File: src/hdl/psgCfgPkg.sv
package psgCfgPkg;

	// ========================================
	// data sizes of the sample-fetch path
	// ========================================

	localparam int SampleWidth = 8;
	localparam int AddrWidth = 10;
	localparam int PhaseWidth = 16;
	localparam int VolWidth = 4;
	localparam int OutWidth = 16;

	// channel numbering, arbiter index is 3 bits wide
	localparam int MaxChannels = 8;
	localparam int ChanIdxWidth = 3;

	typedef logic signed [SampleWidth-1:0] sampleT;
	typedef logic [AddrWidth-1:0] memAddrT;
	typedef logic [PhaseWidth-1:0] phaseT;
	typedef logic [VolWidth-1:0] volT;
	typedef logic signed [OutWidth-1:0] outSampleT;

endpackage

File: src/hdl/psgRegPkg.sv
package psgRegPkg;

	// ========================================
	// host view of one channel's registers
	// ========================================

	localparam int RegDataWidth = 16;

	// wave index is the top LenWidth bits of the phase
	localparam int LenWidth = 8;

	// enable flag position in the control word, volume sits below it
	localparam int EnableBit = 4;

	typedef enum logic [1:0] {
		fieldIncr = 2'd0,
		fieldBase = 2'd1,
		fieldLen = 2'd2,
		fieldCtrl = 2'd3
	} regFieldE;

	typedef struct packed {
		psgCfgPkg::phaseT incr;
		psgCfgPkg::memAddrT base;
		logic [LenWidth-1:0] lenMask;
		psgCfgPkg::volT volume;
		logic enable;
	} chanRegsT;

endpackage

File: src/hdl/psgFetchIf.sv
`timescale 1ns/1ps

// one channel's read link into the shared sample memory
interface psgFetchIf;

	logic req;
	psgCfgPkg::memAddrT addr;
	logic grant;
	psgCfgPkg::sampleT data;
	logic ack;

	// channel holds req and addr until it sees ack
	modport chan (output req, output addr, input grant, input data, input ack);

	modport arb (input req, output grant);

	// ack is a single-cycle pulse, data valid with it
	modport mem (input addr, output data, output ack);

endinterface

File: src/hdl/psgWaveChannel.sv
`timescale 1ns/1ps

module psgWaveChannel #(
	parameter int ChanIndex = 0
) (
	input logic clk,
	input logic rst,
	input logic regWe,
	input logic [psgCfgPkg::ChanIdxWidth-1:0] regChan,
	input psgRegPkg::regFieldE regField,
	input logic [psgRegPkg::RegDataWidth-1:0] regData,
	input logic frameStart,
	psgFetchIf.chan fetch,
	output psgCfgPkg::sampleT sample,
	output psgCfgPkg::volT volume,
	output logic done
);

	localparam logic [psgCfgPkg::ChanIdxWidth-1:0] ChanId =
		ChanIndex[psgCfgPkg::ChanIdxWidth-1:0];

	psgRegPkg::chanRegsT regs;
	psgCfgPkg::phaseT phase;
	psgCfgPkg::sampleT sampleReg;
	logic [psgRegPkg::LenWidth-1:0] waveIdx;

	// upper phase byte, folded to the wave length
	assign waveIdx = phase[psgCfgPkg::PhaseWidth-1 -: psgRegPkg::LenWidth] & regs.lenMask;

	// ========================================
	// registers, phase and fetch control
	// ========================================

	always_ff @(posedge clk) begin
		if (rst) begin
			regs <= '0;
			phase <= '0;
			fetch.req <= 1'b0;
			done <= 1'b0;
		end else begin
			if (regWe && regChan == ChanId) begin
				case (regField)
					psgRegPkg::fieldIncr: regs.incr <= regData;
					psgRegPkg::fieldBase: begin
						regs.base <= regData[psgCfgPkg::AddrWidth-1:0];
						// new wave starts from its first entry
						phase <= '0;
					end
					psgRegPkg::fieldLen: regs.lenMask <= regData[psgRegPkg::LenWidth-1:0];
					psgRegPkg::fieldCtrl: begin
						regs.volume <= regData[psgCfgPkg::VolWidth-1:0];
						regs.enable <= regData[psgRegPkg::EnableBit];
					end
				endcase
			end
			if (frameStart) begin
				if (regs.enable) begin
					fetch.req <= 1'b1;
					phase <= phase + regs.incr;
					done <= 1'b0;
				end else begin
					done <= 1'b1;
				end
			end else if (fetch.ack) begin
				fetch.req <= 1'b0;
				done <= 1'b1;
			end
		end
	end

	// address is taken from the phase before it advances
	always_ff @(posedge clk) begin
		if (frameStart) begin
			fetch.addr <= regs.base + psgCfgPkg::memAddrT'(waveIdx);
			if (!regs.enable)
				sampleReg <= '0;
		end
		if (fetch.ack)
			sampleReg <= fetch.data;
	end

	assign sample = sampleReg;
	assign volume = regs.volume;

endmodule

File: src/flat_wrapper.sv
// flat-port wrapper written by rule: the top's interface ports become plain ports
module psgWaveChannel_flat 
#(
	parameter int ChanIndex = 0
)
  (clk, rst, regWe, regChan, regField, regData, frameStart, sample, volume, done, fetch_req, fetch_addr, fetch_grant, fetch_data, fetch_ack);
  psgFetchIf fetch_i ();
  input logic clk;
  input logic rst;
  input logic regWe;
  input logic [psgCfgPkg::ChanIdxWidth-1:0] regChan;
  input psgRegPkg::regFieldE regField;
  input logic [psgRegPkg::RegDataWidth-1:0] regData;
  input logic frameStart;
  output psgCfgPkg::sampleT sample;
  output psgCfgPkg::volT volume;
  output logic done;
  output wire logic [$bits(fetch_i.req)-1:0] fetch_req;
  output wire logic [$bits(fetch_i.addr)-1:0] fetch_addr;
  input wire logic [$bits(fetch_i.grant)-1:0] fetch_grant;
  input wire logic [$bits(fetch_i.data)-1:0] fetch_data;
  input wire logic [$bits(fetch_i.ack)-1:0] fetch_ack;
  assign fetch_req = fetch_i.req;
  assign fetch_addr = fetch_i.addr;
  assign fetch_i.grant = fetch_grant;
  assign fetch_i.data = fetch_data;
  assign fetch_i.ack = fetch_ack;
  psgWaveChannel #(.ChanIndex(ChanIndex)) u_core (.clk(clk), .rst(rst), .regWe(regWe), .regChan(regChan), .regField(regField), .regData(regData), .frameStart(frameStart), .fetch(fetch_i), .sample(sample), .volume(volume), .done(done));
endmodule
File: config.mk
export PLATFORM = sky130hd
export DESIGN_NAME = psgWaveChannel_flat
export DESIGN_NICKNAME = d
export VERILOG_FILES = /design/src/hdl/psgCfgPkg.sv /design/src/hdl/psgRegPkg.sv /design/src/hdl/psgFetchIf.sv /design/src/hdl/psgWaveChannel.sv /design/src/flat_wrapper.sv
export SDC_FILE = /design/constraint.sdc
export NUM_CORES = 1
export LEC_CHECK = 0
export CORE_MARGIN = 2
export CORE_UTILIZATION = 57
export DETAILED_ROUTE_END_ITERATION = 7
export DONT_BUFFER_PORTS = 1
export HOLD_SLACK_MARGIN = 0.1
export PLACE_DENSITY_LB_ADDON = 0.3
export SYNTH_ARGS = -nofsm -noshare
export SYNTH_HDL_FRONTEND = slang
export SYNTH_SLANG_ARGS = --single-unit
File: constraint.sdc
create_clock -name clk -period 6.8 [get_ports clk]
set_input_delay 1.36 -clock clk [delete_from_list [all_inputs] [get_ports clk]]
set_output_delay 1.36 -clock clk [all_outputs]
set_load 0.05 [all_outputs]
Word level (Yosys, flattened, before mapping) --
Index checks and enable logic that the tools add are counted.
Storage, ports and cells: register bits 75, latch bits 0, RAM bits 0, bits in read-only memories 0, input bits 35, output and inout port bits 24, word-level logic and storage cells 41, memories 0
Cells by class: add/sub/neg operators 2, $mul 0, div/mod/pow operators 0, magnitude comparators 0, eq/ne operators 5, shift operators 0, mux-type cells 13, bitwise logic cells 1, reduce and logical (&&, ||, !) cells 10
Operators by type and width (number):
- $mux W16 | 4
- $mux W8 | 3
- $add A16 B16 Y16 | 1
- $reduce_and A2 Y1 | 6
- $add A10 B8 Y10 | 1
- $and A8 B8 Y8 | 1
- $mux W1 | 6
- $eq A2 B2 Y1 const B | 2
- $logic_not A3 Y1 | 1
- $eq A2 B1 Y1 const B | 1
- $logic_not A2 Y1 | 1
- $ne A2 B1 Y1 const B | 1
- $ne A2 B2 Y1 const B | 1
- $reduce_bool A2 Y1 | 1
- $logic_and A1 B1 Y1 | 1

Logic depth before layout (Yosys ltp) --
word-level depth 5, gate-level depth with buffers 10, mapped depth without buffers 10

Worst setup path after synthesis --
OpenSTA, ideal clock, no wires.
path type input port to flip-flop, start input regChan[1] (netlist name), end register u_core.regs[13] (netlist name), library setup time 132 ps, arrival 2573 ps, data required time 6668 ps, slack 4095 ps, stages 7, buffers on the path 2, path through nor4b_2 > nand2_1 > or2_2 > clkbuf_1 > clkbuf_1 > nand2_1 > a21oi_1
On the way: word-level cells in the longest chain between the ends 3
RTL lines:
- start: declaration | line flat_wrapper.sv:11 | input logic [psgCfgPkg::ChanIdxWidth-1:0] regChan;
- $logic_not A3 Y1 | line psgWaveChannel.sv:41 | if (regWe && regChan == ChanId) begin
- $logic_and A1 B1 Y1 | line psgWaveChannel.sv:41
- $reduce_and A2 Y1 (no line)
- end: declaration | line psgWaveChannel.sv:22 | psgRegPkg::chanRegsT regs;
Every way passes these cells. A chain may end at the register's enable or synchronous reset.

Final worst setup path --
start input regChan[1] (netlist name), end register u_core.phase[14]
On the way: word-level cells in the longest chain between the ends 5
RTL lines:
- $logic_not A3 Y1 (*) | line psgWaveChannel.sv:41
- $logic_and A1 B1 Y1 (*) | line psgWaveChannel.sv:41
- $mux W16 (*) | line psgWaveChannel.sv:41
- $mux W16 | line psgWaveChannel.sv:57 | if (regs.enable) begin
- $mux W16 (*) | line psgWaveChannel.sv:56 | if (frameStart) begin
- end signal: assignment | line psgWaveChannel.sv:59 | phase <= phase + regs.incr;
- end: declaration | line psgWaveChannel.sv:23 | psgCfgPkg::phaseT phase;
Every way passes the cells marked *; elsewhere a longest branch is shown, timed or not.

==> flow_summary_export.csv <==
group,metric,value,unit
placed_design,gp_congestion,0.864,
clock_tree,post-cts-setup-buffers,0,
power_and_ir_drop,peakVddDrop,0.000143,V
yosys,ys_types,51,
yosys,synthMuxAreaShare,8.87,%
detailed_routing,num_vias,2744,
clock_tree,clk_latency,0.35,ns
setup_path,worstPathCellList,"nor4b_2 -> nand2_1 -> nor2_1 -> buf_4 -> nor3_1 -> a32o_1 -> or3_1",
clock_tree,ctsResizeCount,0,
setup_path,reg2reg_from,"u_core.phase[11]",
setup_path,crit_buf_inv,1,
cells_and_area,fillerInstances,535,
clock_tree,cts.sinks,75,
die,io_pins,59,
timing,fin_setup_tns,0,ns
clock_tree,clock_path_buffers,2,
power_and_ir_drop,p_per_area,203,nW/um2
setup_path,cpPeakStageDelay,0.38,ns
global_routing,grt_use_total,21.3,%
die,die_w,85.6,um
clock_tree,tritoncts,"yes",
yosys,synth_top_area_share,30.1,%
clock_tree,numCtsBuffers,9,
setup_path,end_kind,"register",
global_routing,first_global_vias,2661,
die,core,6390,um2
yosys,synth_simple_gate_area_share,18.9,%
yosys,synth_fa_ha_area_share,8.64,%
worst_hold_path,hold_depth,2,
yosys,netlist_instances,400,
detailed_routing,viasPerCell,5.76,
yosys,synth_area,3790,um2
cells_and_area,fin_nets,454,
setup_path,cp_top_family,"simple AND/OR/NAND/NOR gates",
timing,drv_slew,0,
global_routing,overflow,0,
worst_hold_path,holdPathEnd,"u_core.regs[20]",
detailed_routing,totalWireLength,7.34,mm
placed_design,place_hpwl,5.38,mm
clock_tree,ctsHtreeMaxLevel,3,
yosys,syn_area_per_cell,9.48,um2
yosys,yosys-top-cells-count,"dfxtp_1 (57), nand2_1 (44), nor2_1 (42), a21oi_1 (32), mux2i_1 (31)",
cells_and_area,syn_to_final_growth,5.25,%
detailed_routing,drtIter0Drc,100,
detailed_routing,drc_errors,0,
yosys,synth.most_common_cell,"dfxtp_1",
cells_and_area,drive_above_1_share,7.27,%
setup_path,crit_arrival,2.88,ns
timing,min_period,2.65,ns
clock_tree,cts_hold_buf,0,
setup_path,crit_slowest_cell,"nor4b_2",
timing,tightest_slew,1.01,ns
yosys,synth_warnings,0,
setup_path,reg2reg_to,"u_core.phase[15]",
clock_tree,path_clk_slew,0.08,ns
yosys,synth_top_family_by_area,"simple AND/OR/NAND/NOR gates",
yosys,synth_xor_area_share,3.46,%
timing,slew_headroom,31.7,%
die,dieArea,7320,um2
cells_and_area,seq_area,1680,um2
yosys,synth_compound_area_share,12.4,%
status,status,"completed",
yosys,synth_fp_nets,460,
setup_path,crit_type,"input port to register",
global_routing,grt_antenna_before_repair,0,
yosys,synth_top_area_cell,"dfxtp_1",
timing,fin_skew,0.00578,ns
yosys,netlist_top_cells_area,"dfxtp_1 (30%), edfxtp_1 (14%), mux2i_1 (8.2%)",
detailed_routing,firstDrtPassIters,4,
setup_path,crit_required,7.03,ns
yosys,async_reset_ff_share,0,%
yosys,synth-seq-cells,75,
timing,rsz0062_at_grt,"no",
yosys,yosysSeqAreaShare,44.3,%
setup_path,cp-start-kind,"input port",
timing,hold_viol_final,0,
detailed_routing,wl_per_cell,15.4,um
job,max-cap-violations,0,
timing,fin_hold_ws,0.457,ns
detailed_routing,ant_nets,0,
timing,setup_violations,0,
setup_path,reg2regPathDepth,7,
worst_hold_path,min_from,"u_core.regs[20]",
die,num_rows,29,
yosys,synth_flop_cell,"dfxtp_1",
clock_tree,root_buffer,"clkbuf_8",
global_routing,grt_first_pass_wirelength,12.3,mm
timing,clock.fmax,378,MHz
setup_path,r2r_slack,4.27,ns
yosys,synth-edff-count,18,
global_routing,grt_max_degree,54,
die,die_h,85.6,um
timing,fin_crit_sh,38.9,%
cells_and_area,multi_input_area,1990,um2
worst_hold_path,min_path_type,"register to register",
placed_design,port_buffers,0,
die,start_util,59.4,%
cells_and_area,antenna_cells,0,
setup_path,crit_fanout,12,
power_and_ir_drop,p_leak,1.65,nW
[worst max-delay path by stage]
stage,start,to,slack [ns],cells past startpoint
floorplan,regChan[1],u_core.regs[13],4.09,7
global placement,regWe,u_core.phase[14],3.79,7
detailed placement,regChan[1],u_core.phase[14],3.79,7
CTS,regWe,u_core.phase[14],4.16,7
global route,regChan[1],u_core.phase[14],4.03,7
finish,regChan[1],u_core.phase[14],4.15,7
[per-layer routing]
| metal | global-route usage, % | vias up | wire length [um] |
|---|---|---|---|
| met5 | 0 | - | 0 |
| met2 | 37.2 | 69 | 3580 |
| met3 | 5.39 | 10 | 293 |
| met1 | 25.4 | 1280 | 3360 |
| met4 | 7.22 | 0 | 101 |
| li1 | - | 1385 | - |
[stage by stage]
stage	cell area [um2]	power [W]	cells	util [%]	setup slack [ns]
2_1_floorplan	3790	0.000515	400	-	4.09
4_1_cts	3990	0.000817	476	62.5	4.16
3_3_place_gp	3820	0.000513	460	59.8	3.79
5_1_grt	3990	0.000838	476	62.5	4.03
6_report	3990	0.000811	476	62.5	4.15
3_5_place_dp	3820	0.000514	460	59.8	3.79
[placed cells by master, fill, tap and decap left out, types with 12 or more instances in the layout]
cell type,synthesis,final
edfxtp_1,18,18
dfxtp_1,57,57
a21oi_1,32,32
xnor2_1,12,12
mux2i_1,31,31
o21ai_0,18,18
nand2_1,44,44
and2_1,16,16
ha_1,23,23
nor2_1,42,42
[worst register-to-register path: cells and delay by family, from the launching register on]
family,cells,cell delay [ns]
flip-flops,1,0.35
multiplexers,2,0.72
AO/OA/AOI/OAI,3,0.86
adder cells (fa/ha/maj),1,0.39
AND/OR/NAND/NOR,1,0.11
[where the power goes]
part	total [W]	switching [W]	internal [W]
clock	0.000308	0.000174	0.000133
combinational	0.0000133	0.00000688	0.00000637
sequential	0.000490	0.0000257	0.000464
[sequential cells by signal (all words and copies together) (netlist names)]
signal,flops
u_core.regs,35
u_core.phase,16
u_core.fetch.addr,10
u_core.sample,8
u_core.volume,4
u_core.done,1
u_core.fetch.req,1
[cells by family (layout without fill, tap and decap cells)]
group                      Yosys count  count (layout)
AOI/OAI and AO/OA                   77              77
xor gates and xnor gates            15              15
adders and majority gates           25              25
buffers and inverters               28              27
DFF                                 75              75
muxes                               33              33
and+or+nand+nor                    147             147
[final cells by class]
| class | count | area share [%] |
|---|---|---|
| multi-input combinational | 297 | 49.8 |
| sequential | 75 | 42.1 |
| clock buffer | 9 | 3.10 |
| tap | 77 | 2.41 |
| clock inverter | 7 | 1.29 |
| inverter | 9 | 0.846 |
| timing repair buffer | 2 | 0.376 |
(Power assumes the default switching activity.)
