$ cat src/hdl/psgCfgPkg.sv
package psgCfgPkg;

	// ========================================
	// data sizes of the sample-fetch path
	// ========================================

	localparam int SampleWidth = 8;
	localparam int AddrWidth = 10;
	localparam int PhaseWidth = 16;
	localparam int VolWidth = 4;
	localparam int OutWidth = 16;

	// channel numbering, arbiter index is 3 bits wide
	localparam int MaxChannels = 8;
	localparam int ChanIdxWidth = 3;

	typedef logic signed [SampleWidth-1:0] sampleT;
	typedef logic [AddrWidth-1:0] memAddrT;
	typedef logic [PhaseWidth-1:0] phaseT;
	typedef logic [VolWidth-1:0] volT;
	typedef logic signed [OutWidth-1:0] outSampleT;

endpackage

$ cat src/hdl/psgFrameMixer.sv
`timescale 1ns/1ps

module psgFrameMixer #(
	parameter int NumChannels = 4
) (
	input logic clk,
	input logic rst,
	input logic tickValid,
	output logic tickReady,
	output logic frameStart,
	input logic [NumChannels-1:0] done,
	input psgCfgPkg::sampleT sample [NumChannels],
	input psgCfgPkg::volT volume [NumChannels],
	output logic outValid,
	input logic outReady,
	output psgCfgPkg::outSampleT outSample
);

	// signed sample times unsigned volume, plus a sign bit for the volume
	localparam int ProdWidth = psgCfgPkg::SampleWidth + psgCfgPkg::VolWidth + 1;

	typedef enum logic [2:0] {stIdle, stWait, stScale, stSum, stPresent} stateT;

	stateT state;
	logic signed [ProdWidth-1:0] prod [NumChannels];
	psgCfgPkg::outSampleT acc;

	// ========================================
	// frame FSM
	// ========================================

	always_ff @(posedge clk) begin
		if (rst) begin
			state <= stIdle;
			frameStart <= 1'b0;
		end else begin
			frameStart <= 1'b0;
			case (state)
				stIdle: begin
					if (tickValid) begin
						frameStart <= 1'b1;
						state <= stWait;
					end
				end
				// done bits are stale while frameStart is still high
				stWait: if (!frameStart && &done) state <= stScale;
				stScale: state <= stSum;
				stSum: state <= stPresent;
				stPresent: if (outReady) state <= stIdle;
				default: state <= stIdle;
			endcase
		end
	end

	always_comb begin
		acc = '0;
		for (int i = 0; i < NumChannels; i++)
			acc = acc + prod[i];
	end

	// datapath, held steady outside the scale and sum cycles
	always_ff @(posedge clk) begin
		if (state == stScale) begin
			for (int i = 0; i < NumChannels; i++)
				prod[i] <= sample[i] * $signed({1'b0, volume[i]});
		end
		if (state == stSum)
			outSample <= acc;
	end

	assign tickReady = (state == stIdle);
	assign outValid = (state == stPresent);

endmodule

$ cat config.mk
export PLATFORM = sky130hd
export DESIGN_NAME = psgFrameMixer
export DESIGN_NICKNAME = d
export VERILOG_FILES = /design/src/hdl/psgCfgPkg.sv /design/src/hdl/psgFrameMixer.sv
export SDC_FILE = /design/constraint.sdc
export NUM_CORES = 1
export LEC_CHECK = 0
export ABC_AREA = 1
export ABC_CLOCK_PERIOD_IN_PS = 3230
export BUFFER_PORTS_ARGS = -buffer_cell sky130_fd_sc_hd__buf_4
export CAP_MARGIN = 5
export CORE_MARGIN = 2
export CORE_UTILIZATION = 55
export DETAILED_ROUTE_END_ITERATION = 10
export GPL_TIMING_DRIVEN = 0
export PLACE_DENSITY = 0.74
export SLEW_MARGIN = 40
export SYNTH_ARGS = -nofsm -noshare
export SYNTH_HDL_FRONTEND = slang
export SYNTH_SLANG_ARGS = --single-unit
$ cat constraint.sdc
create_clock -name clk -period 3.23 [get_ports clk]
set_input_delay 0.4845 -clock clk [delete_from_list [all_inputs] [get_ports clk]]
set_output_delay 0.4845 -clock clk [all_outputs]
set_load 0.05 [all_outputs]
# After elaboration in Yosys (flattened, before gate mapping)
# Memory sizes are Yosys's and may differ from the RTL's.
# Index checks and enable logic that the tools add are counted.
op_classes:
  n_addsub: 3
  mul: 4
  n_eq_ne: 7
  mux: 7
  bitwise_logic: 1
  reduce_logical: 6
op_table:
  columns: ["cell", "n"]
  rows:
  - ["multiplier 8 x 5 -> 13 bit", 4]
  - ["adder 15 x 13 -> 16 bit", 1]
  - ["adder 14 x 13 -> 15 bit", 1]
  - ["case mux 3 bit (5 select lines)", 1]
  - ["adder 13 x 13 -> 14 bit", 1]
  - ["two-way mux 3 bit", 3]
  - ["equality test 3 x 2 -> 1 bit, second input constant", 2]
  - ["inequality test 2 bit, second input constant", 2]
  - ["AND reduction 4 bit", 1]
  - ["equality test 3 x 1 -> 1 bit, second input constant", 1]
  - ["equality test 3 bit, second input constant", 1]
  - ["logical NOT 3 bit", 1]
  - ["two-way mux 1 bit", 3]
  - ["AND reduction 3 bit", 1]
  - ["inequality test 2 x 1 -> 1 bit, second input constant", 1]
  - ["OR reduction 2 bit", 1]
  - ["logical AND 1 bit", 1]
  - ["logical NOT 1 bit", 1]
  - ["inverter 1 bit", 1]
word_totals:
  ff_bits: 20
  mem_bits_rw: 52
  input_bits: 56
  out_inout_bits: 19
  word_cells: 32
  n_memories: 1
mem_list:
  columns: ["name", "depth", "width", "read_ports", "rd_clocked_by_memory_dff", "wr", "line", "source"]
  rows:
  - ["prod", 4, 13, 4, 0, 4, "psgFrameMixer.sv:25", "logic signed [ProdWidth-1:0] prod [NumChannels];"]

# Longest topological paths before layout
# Gate-level depths: netlist of run 1.
depth:
  depth_word: 4
  mapped_depth: 18
  mapped_depth_nobuf: 17

# Worst setup path before layout of run 1
# Ideal clock, no wire load.
synth_path:
  path_type: "input port to flip-flop"
  from: "input volume[2] (netlist name)"
  to: "memory prod[3][11] (netlist name), data pin"
  setup_time_ns: 0.253
  arrival_time_ns: 3.019
  required_time_ns: 2.977
  slack_ns: -0.041
  path_stages: 13
  n_path_buf: 1
  cell_sequence: "clkbuf_1 nand2_1 ha_1 fa_1 inv_1 fa_1 inv_1 ha_1 a21oi_1 a21boi_0 nand3_1 nand2_1 nand2_1"
synth_rtl:
  columns: ["element", "line", "source"]
  rows:
  - ["start: declaration", "psgFrameMixer.sv:13", "input psgCfgPkg::volT volume [NumChannels],"]
  - ["end: declaration", "psgFrameMixer.sv:25", null]

==> reports/metrics.cfg, run 1 <==
[timing]
setup_viol = 0
rsz0062_at_grt = false
setup_tns_ns = 0
tightest_slew_ns = 0.734
drv_slew = 0
finalCriticalPeriod_ns = 3.08
hold_violations = 0
max_freq_mhz = 325
finalHoldWorstSlack_ns = 0.338
relSlewSlack_pct = 50.9
period_share_pct = 95.4
clock_skew_ns = 0.0112

[pwr]
p_per_area_mw_per_mm2 = 477
peakVddDrop_v = 0.000388
p_leak_uw = 0.00669

[grt]
grt_overflow = 0
grt_pass1_wl_um = 31400
grt_pass1_vias = 7434
grt_max_degree = 23
antenna_found_initial = 0
track_usage_pct = 20.6

[floorplanning]
fp.dieW_um = 137
coreArea_mm2 = 0.0173
die_area_mm2 = 0.0188
initial_core_util_pct = 56.2
rows = 48
io_pins = 75
die_height_um = 137

[logic_synthesis]
yosys.area.top_type = edfxtp_1
syn_area_per_cell_um2 = 7.47
yosys-top-cells-area = edfxtp_1 (21%), fa_1 (20%), inv_1 (17%)
ys_types = 29
ys_async_sr_fraction_pct = 0
synth-seq-cells = 72
ys.flop_type = edfxtp_1
synth_edf_count = 68
synth_cells = 1301
yosys.area.top_type_share_pct = 21.0
syn_area_mm2 = 0.00972
ys_seq_area_share_pct = 21.8
yosys_warnings = 0
syn_nets = 1563

[routing]
drc = 0
wirelength_um = 17500
viasPerCell = 4.70
drt_first_pass_iters = 5
ant_nets = 0
dr_total_vias = 7523
drt_iter0_markers = 328
routedWlPerCell_um = 10.9

[critical_path]
cp.arrival_ns = 3.14
end_kind = flop
r2r_slack_ns = 0.24
cp_max_fo = 8
start_kind = primary input
cp.required_ns = 3.29
critPathKind = in2reg
reg2reg_depth = 13
r2r_end = outSample[13]
r2r_start = prod[2][1]

[finish]
fillers = 1490
fin_nets = 1634
stdcell_count = 1601
drive_gt1_share_pct = 9.30
antenna_cells = 0
syn2layout_area_growth_pct = 12.5

[flow_run]
max-cap-violations = 0

[clocking]
clockRootBuffer = clkbuf_16
clock_sinks = 72
hold_buffers = 0
clk_latency_ns = 0.34
ctsHtreeMaxLevel = 3
numCtsBuffers = 9
clkTransAtPathRegs_ns = 0.05
tritoncts = yes
clock_path_buffers = 2

[worst_hold_path]
min-delay-start = rst
holdPathStages = 2
whs_endpoint = state[2]
min_path_type = in2reg

[place]
dp.cells = 1586
port_buffers = 58
dpl.hpwl_um = 15000
globalplace.congestion = 0.858

[run_status]
status = complete, no violations

## Yosys cell counts (2+ instances only)
cell and number:
inv_1 441, nand2_1 357, ha_1 111, fa_1 95, edfxtp_1 68, nand3_1 48, nor2_1 43, a21oi_1 30
xor2_1 19, xnor2_1 17, nand4_1 13, clkbuf_1 12, nand2_2 7, nand3_2 5, nor2_2 5, a21o_1 4
dfxtp_1 4, nand3b_1 4, o21bai_1 4, nor3_2 3, buf_6 2, o21ai_0 2
## metal layers
metal | vias up | share of wire (%) | global-route usage (%)
met4 | 0 | 1.6 | 5.50
met5 | - | 0 | 0
met3 | 27 | 3.4 | 2.63
met2 | 124 | 48 | 35.8
met1 | 3448 | 47 | 27.2
li1 | 3924 | - | -
## power by group
| part | total, uW | switching (uW) | internal, uW |
|---|---|---|---|
| registers | 1260 | 23.0 | 1240 |
| clock network | 1040 | 375 | 669 |
| logic | 2920 | 1800 | 1120 |
| total | 5220 | 2200 | 3030 |
## cells by family after synthesis
group / after synthesis / synth area share [%]
AOI/OAI and AO/OA: 43 / 2.48
xor gates and xnor gates: 36 / 3.24
adders and majority gates: 206 / 33.8
buffers and inverters: 457 / 17.8
DFF: 72 / 21.8
and+or+nand+nor: 487 / 20.8
## worst max-delay path by stage
stage / cells after the start / to / start
4_1_cts: 14 / prod[0][11] / volume[14]
3_5_place_dp: 15 / prod[2][12] / volume[7]
2_1_floorplan: 16 / prod[0][12] / volume[14]
5_1_grt: 15 / prod[2][12] / volume[7]
6_report: 16 / prod[3][12] / volume[3]
3_3_place_gp: 2 / prod[3][1] / state[1]
## timing repair
action                                  CTS  global route
gates resized for setup                   1            35
setup buffers                             0             0
gates cloned                              0             0
endpoints found under the setup margin    1            13
## cell usage in the layout (no fill, tap or decap), drive strengths merged
cell type / n
dfxtp: 4
clkinvlp: 1
edfxtp: 68
nor4: 1
a21o: 4
xnor2: 17
nand3: 53
nand2: 364
inv: 442
xor2: 19
a21boi: 1
nor2: 48
buf: 67
bufinv: 2
a21oi: 30
clkbuf: 18
ha: 111
o21bai: 4
nand4: 13
nor3: 4
nand3b: 4
clkinv: 2
fa: 95
o21ai: 4
## stage by stage
stage / area [um2] / setup slack, ns / total power [uW] / util, %
floorplan: 9730 / 0.00339 / 3470 / -
global route: 10900 / 0.000196 / 5760 / 63.3
detailed placement: 10500 / -0.328 / 4110 / 60.8
global placement: 10400 / -0.816 / 4010 / 60.4
finish: 10900 / 0.149 / 5220 / 63.3
CTS: 10800 / 0.0228 / 5180 / 62.6
## state kept, by name, summed over array words and instances (netlist names)
name / count
prod: 52
state: 3
outSample: 16
frameStart: 1
## worst max-delay path: stages
cell and delay, ns:
clkbuf_2 0.16, nand2_1 0.08, inv_1 0.04, ha_1 0.31, fa_1 0.50, inv_1 0.05
fa_1 0.49, inv_1 0.04, ha_2 0.38, nand2_2 0.08, nor2_2 0.13, nand3b_1 0.09
nand3_1 0.11, inv_1 0.05, nand2_1 0.05, nand2_1 0.10
## layout make-up
| class | instances | area, um2 | share of cell area, % |
|---|---|---|---|
| Buffer | 16 | 95.1 | 0.869 |
| Clock buffer | 9 | 225 | 2.06 |
| Clock inverter | 6 | 83.8 | 0.766 |
| Inverter | 441 | 1660 | 15.1 |
| Multi-Input combinational cell | 772 | 5990 | 54.7 |
| Sequential cell | 72 | 2120 | 19.4 |
| Tap cell | 225 | 282 | 2.57 |
| Timing Repair Buffer | 60 | 490 | 4.48 |
No activity file was read; power rests on OpenSTA's default activity.
==> run 2, diff against run 1 <==
CORE_ASPECT_RATIO = 0.5   (was not set)
==> run 2 against run 1 <==
Against the previous run: power rose by 2.6%; design area rose by 0.70%; first-iteration DRC count rose by 26%; sequential share of layout area fell by 0.13 points; flip-flop and latch count did not move; critical path type unchanged; largest cell class unchanged.
==> reports/metrics.cfg, run 2 (synthesis gave the netlist of run 1 again) <==
[routing]
drt_first_pass_iters = 5
drc = 0
dr_total_vias = 7552
drt_iter0_markers = 414
wirelength_um = 18500
routedWlPerCell_um = 11.5
ant_nets = 0
viasPerCell = 4.69

[floorplanning]
io_pins = 75
fp.dieW_um = 192
initial_core_util_pct = 56.0
coreArea_mm2 = 0.0174
rows = 34
die_height_um = 98.0
die_area_mm2 = 0.0188

[timing]
setup_viol = 0
hold_violations = 0
period_share_pct = 96.6
finalCriticalPeriod_ns = 3.12
tightest_slew_ns = 0.744
max_freq_mhz = 321
clock_skew_ns = 0.00590
setup_tns_ns = 0
worst_slack_ns = 0.110
drv_slew = 0
relSlewSlack_pct = 50.2

[grt]
grt.busiest_layer = met2
grt_pass1_wl_um = 33100
grt_pass1_vias = 7528
grt_max_degree = 23
grt_util_met2_pct = 35.7
grt_overflow = 0
antenna_found_initial = 0
met3_usage_pct = 3.06
met1_usage_pct = 30.9
track_usage_pct = 21.5

[critical_path]
end_kind = flop
crit_slowest_cell = fa_1
max_stage_delay_ns = 0.54
cp.required_ns = 3.31
cp_max_fo = 8
critPathKind = in2reg
path_cells = clkbuf_4, nand2_1, inv_1, ha_1, fa_1, inv_1, fa_1, inv_1, ha_4, nand2_1, inv_1, nand2_1, nand2_1, nand2_1, nand3_1, inv_1, nand2_1, nand2_1
start_kind = primary input
worst_path_most_repeated_cell = nand2_1
cp.arrival_ns = 3.20

[finish]
syn2layout_area_growth_pct = 13.3
layout_common_cells = inv_1 (441), nand2_1 (354), ha_1 (98)
top_register = prod
reg_top3 = prod: 52 flops, outSample: 16 flops, state: 3 flops
antenna_cells = 0
final_area_mm2 = 0.0110
drive_gt1_share_pct = 9.59
mostFrequentLayoutCell = inv_1
stdcell_count = 1611
largest_reg_flops = 52
fin_nets = 1634

[place]
place_area_mm2 = 0.0105
dp.cells = 1595
globalplace.congestion = 0.884
port_buffers = 58
dpl_worst_slack_ns = -0.363
dpl.hpwl_um = 15600

[pwr]
peakVddDrop_v = 0.000356
p_per_area_mw_per_mm2 = 486
p_leak_uw = 0.00670

[run_status]
status = complete, no violations

[clocking]
clockRootBuffer = clkbuf_16
hold_buffers = 0
clkTransAtPathRegs_ns = 0.06
clock_path_buffers = 2
ctsHtreeMaxLevel = 3
clk_latency_ns = 0.34
tritoncts = yes
clock_sinks = 72
numCtsBuffers = 9

[worst_hold_path]
min_path_type = in2reg

[flow_run]
max-cap-violations = 0

-- run 2: per-stage QoR --
stage,utilization [%],power (uW),hold WS (ns)
3_5_place_dp,60.6,4110,0.525
2_1_floorplan,-,3470,0.481
4_1_cts,62.5,5260,0.337
5_1_grt,63.5,5900,0.353
3_3_place_gp,60.3,4020,0.507
6_report,63.5,5350,0.342
-- run 2: repair_timing --
item,CTS,global route
setup endpoints to repair,1,18
gates resized for setup,1,37
pin swaps,0,1
setup buffers,0,0
-- run 2: worst paths after layout --
kind,start,endpoint,slack (ns),cells past startpoint
worst max-delay path,volume[10],prod[1][12],0.11,18
worst min-delay path,rst,state[1],0.34,2
worst max register to register,prod[1][1],outSample[9],0.31,12
worst min register to register,state[1],frameStart,0.53,1
-- run 2: power breakdown --
| part | leakage (uW) | switching [uW] | internal, uW |
|---|---|---|---|
| Sequential | 0.000651 | 24.9 | 1240 |
| Combinational | 0.00589 | 1830 | 1140 |
| Clock | 0.000162 | 371 | 751 |
| Total | 0.00670 | 2220 | 3130 |
-- run 2: metal layers --
metal / share of wire, % / vias to the layer above / wire length, um
met4: 0.64 / 0 / 119
met2: 45 / 136 / 8300
met5: 0 / - / 0
li1: - / 3918 / -
met1: 50 / 3482 / 9230
met3: 4.5 / 16 / 835
-- run 2: final cells by class --
cell class	count	area, um2
inverter	441	1660
clock inverter	6	108
timing repair buffer	60	478
multi-input combinational	772	6040
sequential	72	2120
fill	1494	6340
tap	234	293
clock buffer	10	229
buffer	16	92.6
-- run 2: worst max-delay path: cells and delay by family --
family	cells	cell delay, ns
buf+inv	6	0.44
simple gates	8	0.62
fa+ha+maj	4	1.66
==> run 3, diff against run 2 <==
CORE_ASPECT_RATIO = 1.25   (was 0.5)
==> run 3 against run 2 <==
Against the previous run: utilization decreased by 0.13 points; combinational power decreased by 2%; largest power group unchanged; clock power up 4%; maximum frequency is 2.1% higher; setup slack better by 0.064 ns; critical endpoint is now prod[3][11].
==> reports/metrics.cfg, run 3 (synthesis gave the netlist of run 1 again) <==
[pwr]
peakVddDrop_v = 0.000284
finalPower_uw = 5340
p_leak_uw = 0.00671
p_per_area_mw_per_mm2 = 485

[finish]
stdcell_count = 1601
top_register = prod
utilization_pct = 63.4
drive_gt1_share_pct = 9.44
fin_nets = 1634
mostFrequentLayoutCell = inv_1
largest_reg_flops = 52
reg_top3 = prod: 52 flops, outSample: 16 flops, state: 3 flops
syn2layout_area_growth_pct = 13.1
layout_common_cells = inv_1 (441), nand2_1 (355), ha_1 (99)
antenna_cells = 0

[clocking]
cts_resized = 1
numCtsBuffers = 9
clkTransAtPathRegs_ns = 0.06
clockRootBuffer = clkbuf_16
clock_path_buffers = 2
clock_sinks = 72
post-cts-setup-buffer-count = 0
tritoncts = yes
hold_buffers = 0
ctsHtreeMaxLevel = 3
clk_latency_ns = 0.34

[timing]
max_freq_mhz = 327
drv_slew = 0
hold_violations = 0
clock_skew_ns = 0.00491
tightest_slew_ns = 0.718
finalCriticalPeriod_ns = 3.06
finalHoldWorstSlack_ns = 0.339
relSlewSlack_pct = 52.0
period_share_pct = 94.6
setup_tns_ns = 0
setup_viol = 0

[floorplanning]
initial_core_util_pct = 56.0
io_pins = 75
rows = 54
die_height_um = 153
die_area_mm2 = 0.0188
coreArea_mm2 = 0.0174
fp.dieW_um = 123

[grt]
antenna_found_initial = 0
grt_max_degree = 22
grt_pass1_vias = 7663
track_usage_pct = 21.3
grt_overflow = 0
grt_pass1_wl_um = 32800

[critical_path]
critPathKind = in2reg
start_kind = primary input
max_stage_delay_ns = 0.50
path_cells = buf_2, nand2_1, inv_1, ha_1, fa_1, inv_1, fa_1, inv_1, ha_2, a21o_1, a21boi_2, nand3_1, nand2_1, nand2_1
path_delay_family = adder cells
cp_max_fo = 8
crit_slowest_cell = fa_1
cp.required_ns = 3.30
end_kind = flop
crit_buf_inv = 4
cp.arrival_ns = 3.13

[run_status]
status = complete, no violations

[routing]
drt_first_pass_iters = 4
drt_iter0_markers = 326
wirelength_um = 18400
viasPerCell = 4.75
drc = 0
routedWlPerCell_um = 11.5
ant_nets = 0
dr_total_vias = 7600

[worst_hold_path]
min_path_type = in2reg

[place]
globalplace.congestion = 0.883
port_buffers = 58
dpl.hpwl_um = 15400
dp.cells = 1585

[flow_run]
max-cap-violations = 0

[run 3: final cells by class]
type	count	area, um2
plain buffers	16	92.6
clock buffers	9	225
clock inverters	7	119
fillers	1517	6360
inverters	441	1660
multi-input cells	772	6020
flip-flops and latches	72	2120
well taps	224	280
repair buffers	60	490
[run 3: final timing paths]
kind              start             to  slack [ns]  depth (start not counted)
max           volume[3]    prod[3][11]        0.17                         14
min                 rst       state[2]        0.34                          2
max reg2reg  prod[3][1]  outSample[13]        0.32                         13
min reg2reg    state[1]     frameStart        0.54                          1
[run 3: layer usage]
layer  GRT usage, %  wire [um]
met1           25.8       7590
met2           39.5       9900
met3           1.83        536
met4           6.24        350
met5              0          0
[run 3: stage by stage]
step           area (um2)  worst slack, ns
2_1_floorplan        9730          0.00339
3_3_place_gp        10400           -0.769
3_5_place_dp        10500           -0.348
4_1_cts             10900           0.0172
5_1_grt             11000         -0.00753
6_report            11000            0.174
[run 3: report_power, final]
group / internal, uW / total (uW) / switching (uW)
combinational: 1130 / 2920 / 1790
clock: 756 / 1160 / 401
sequential: 1240 / 1260 / 24.0
total: 3120 / 5340 / 2210
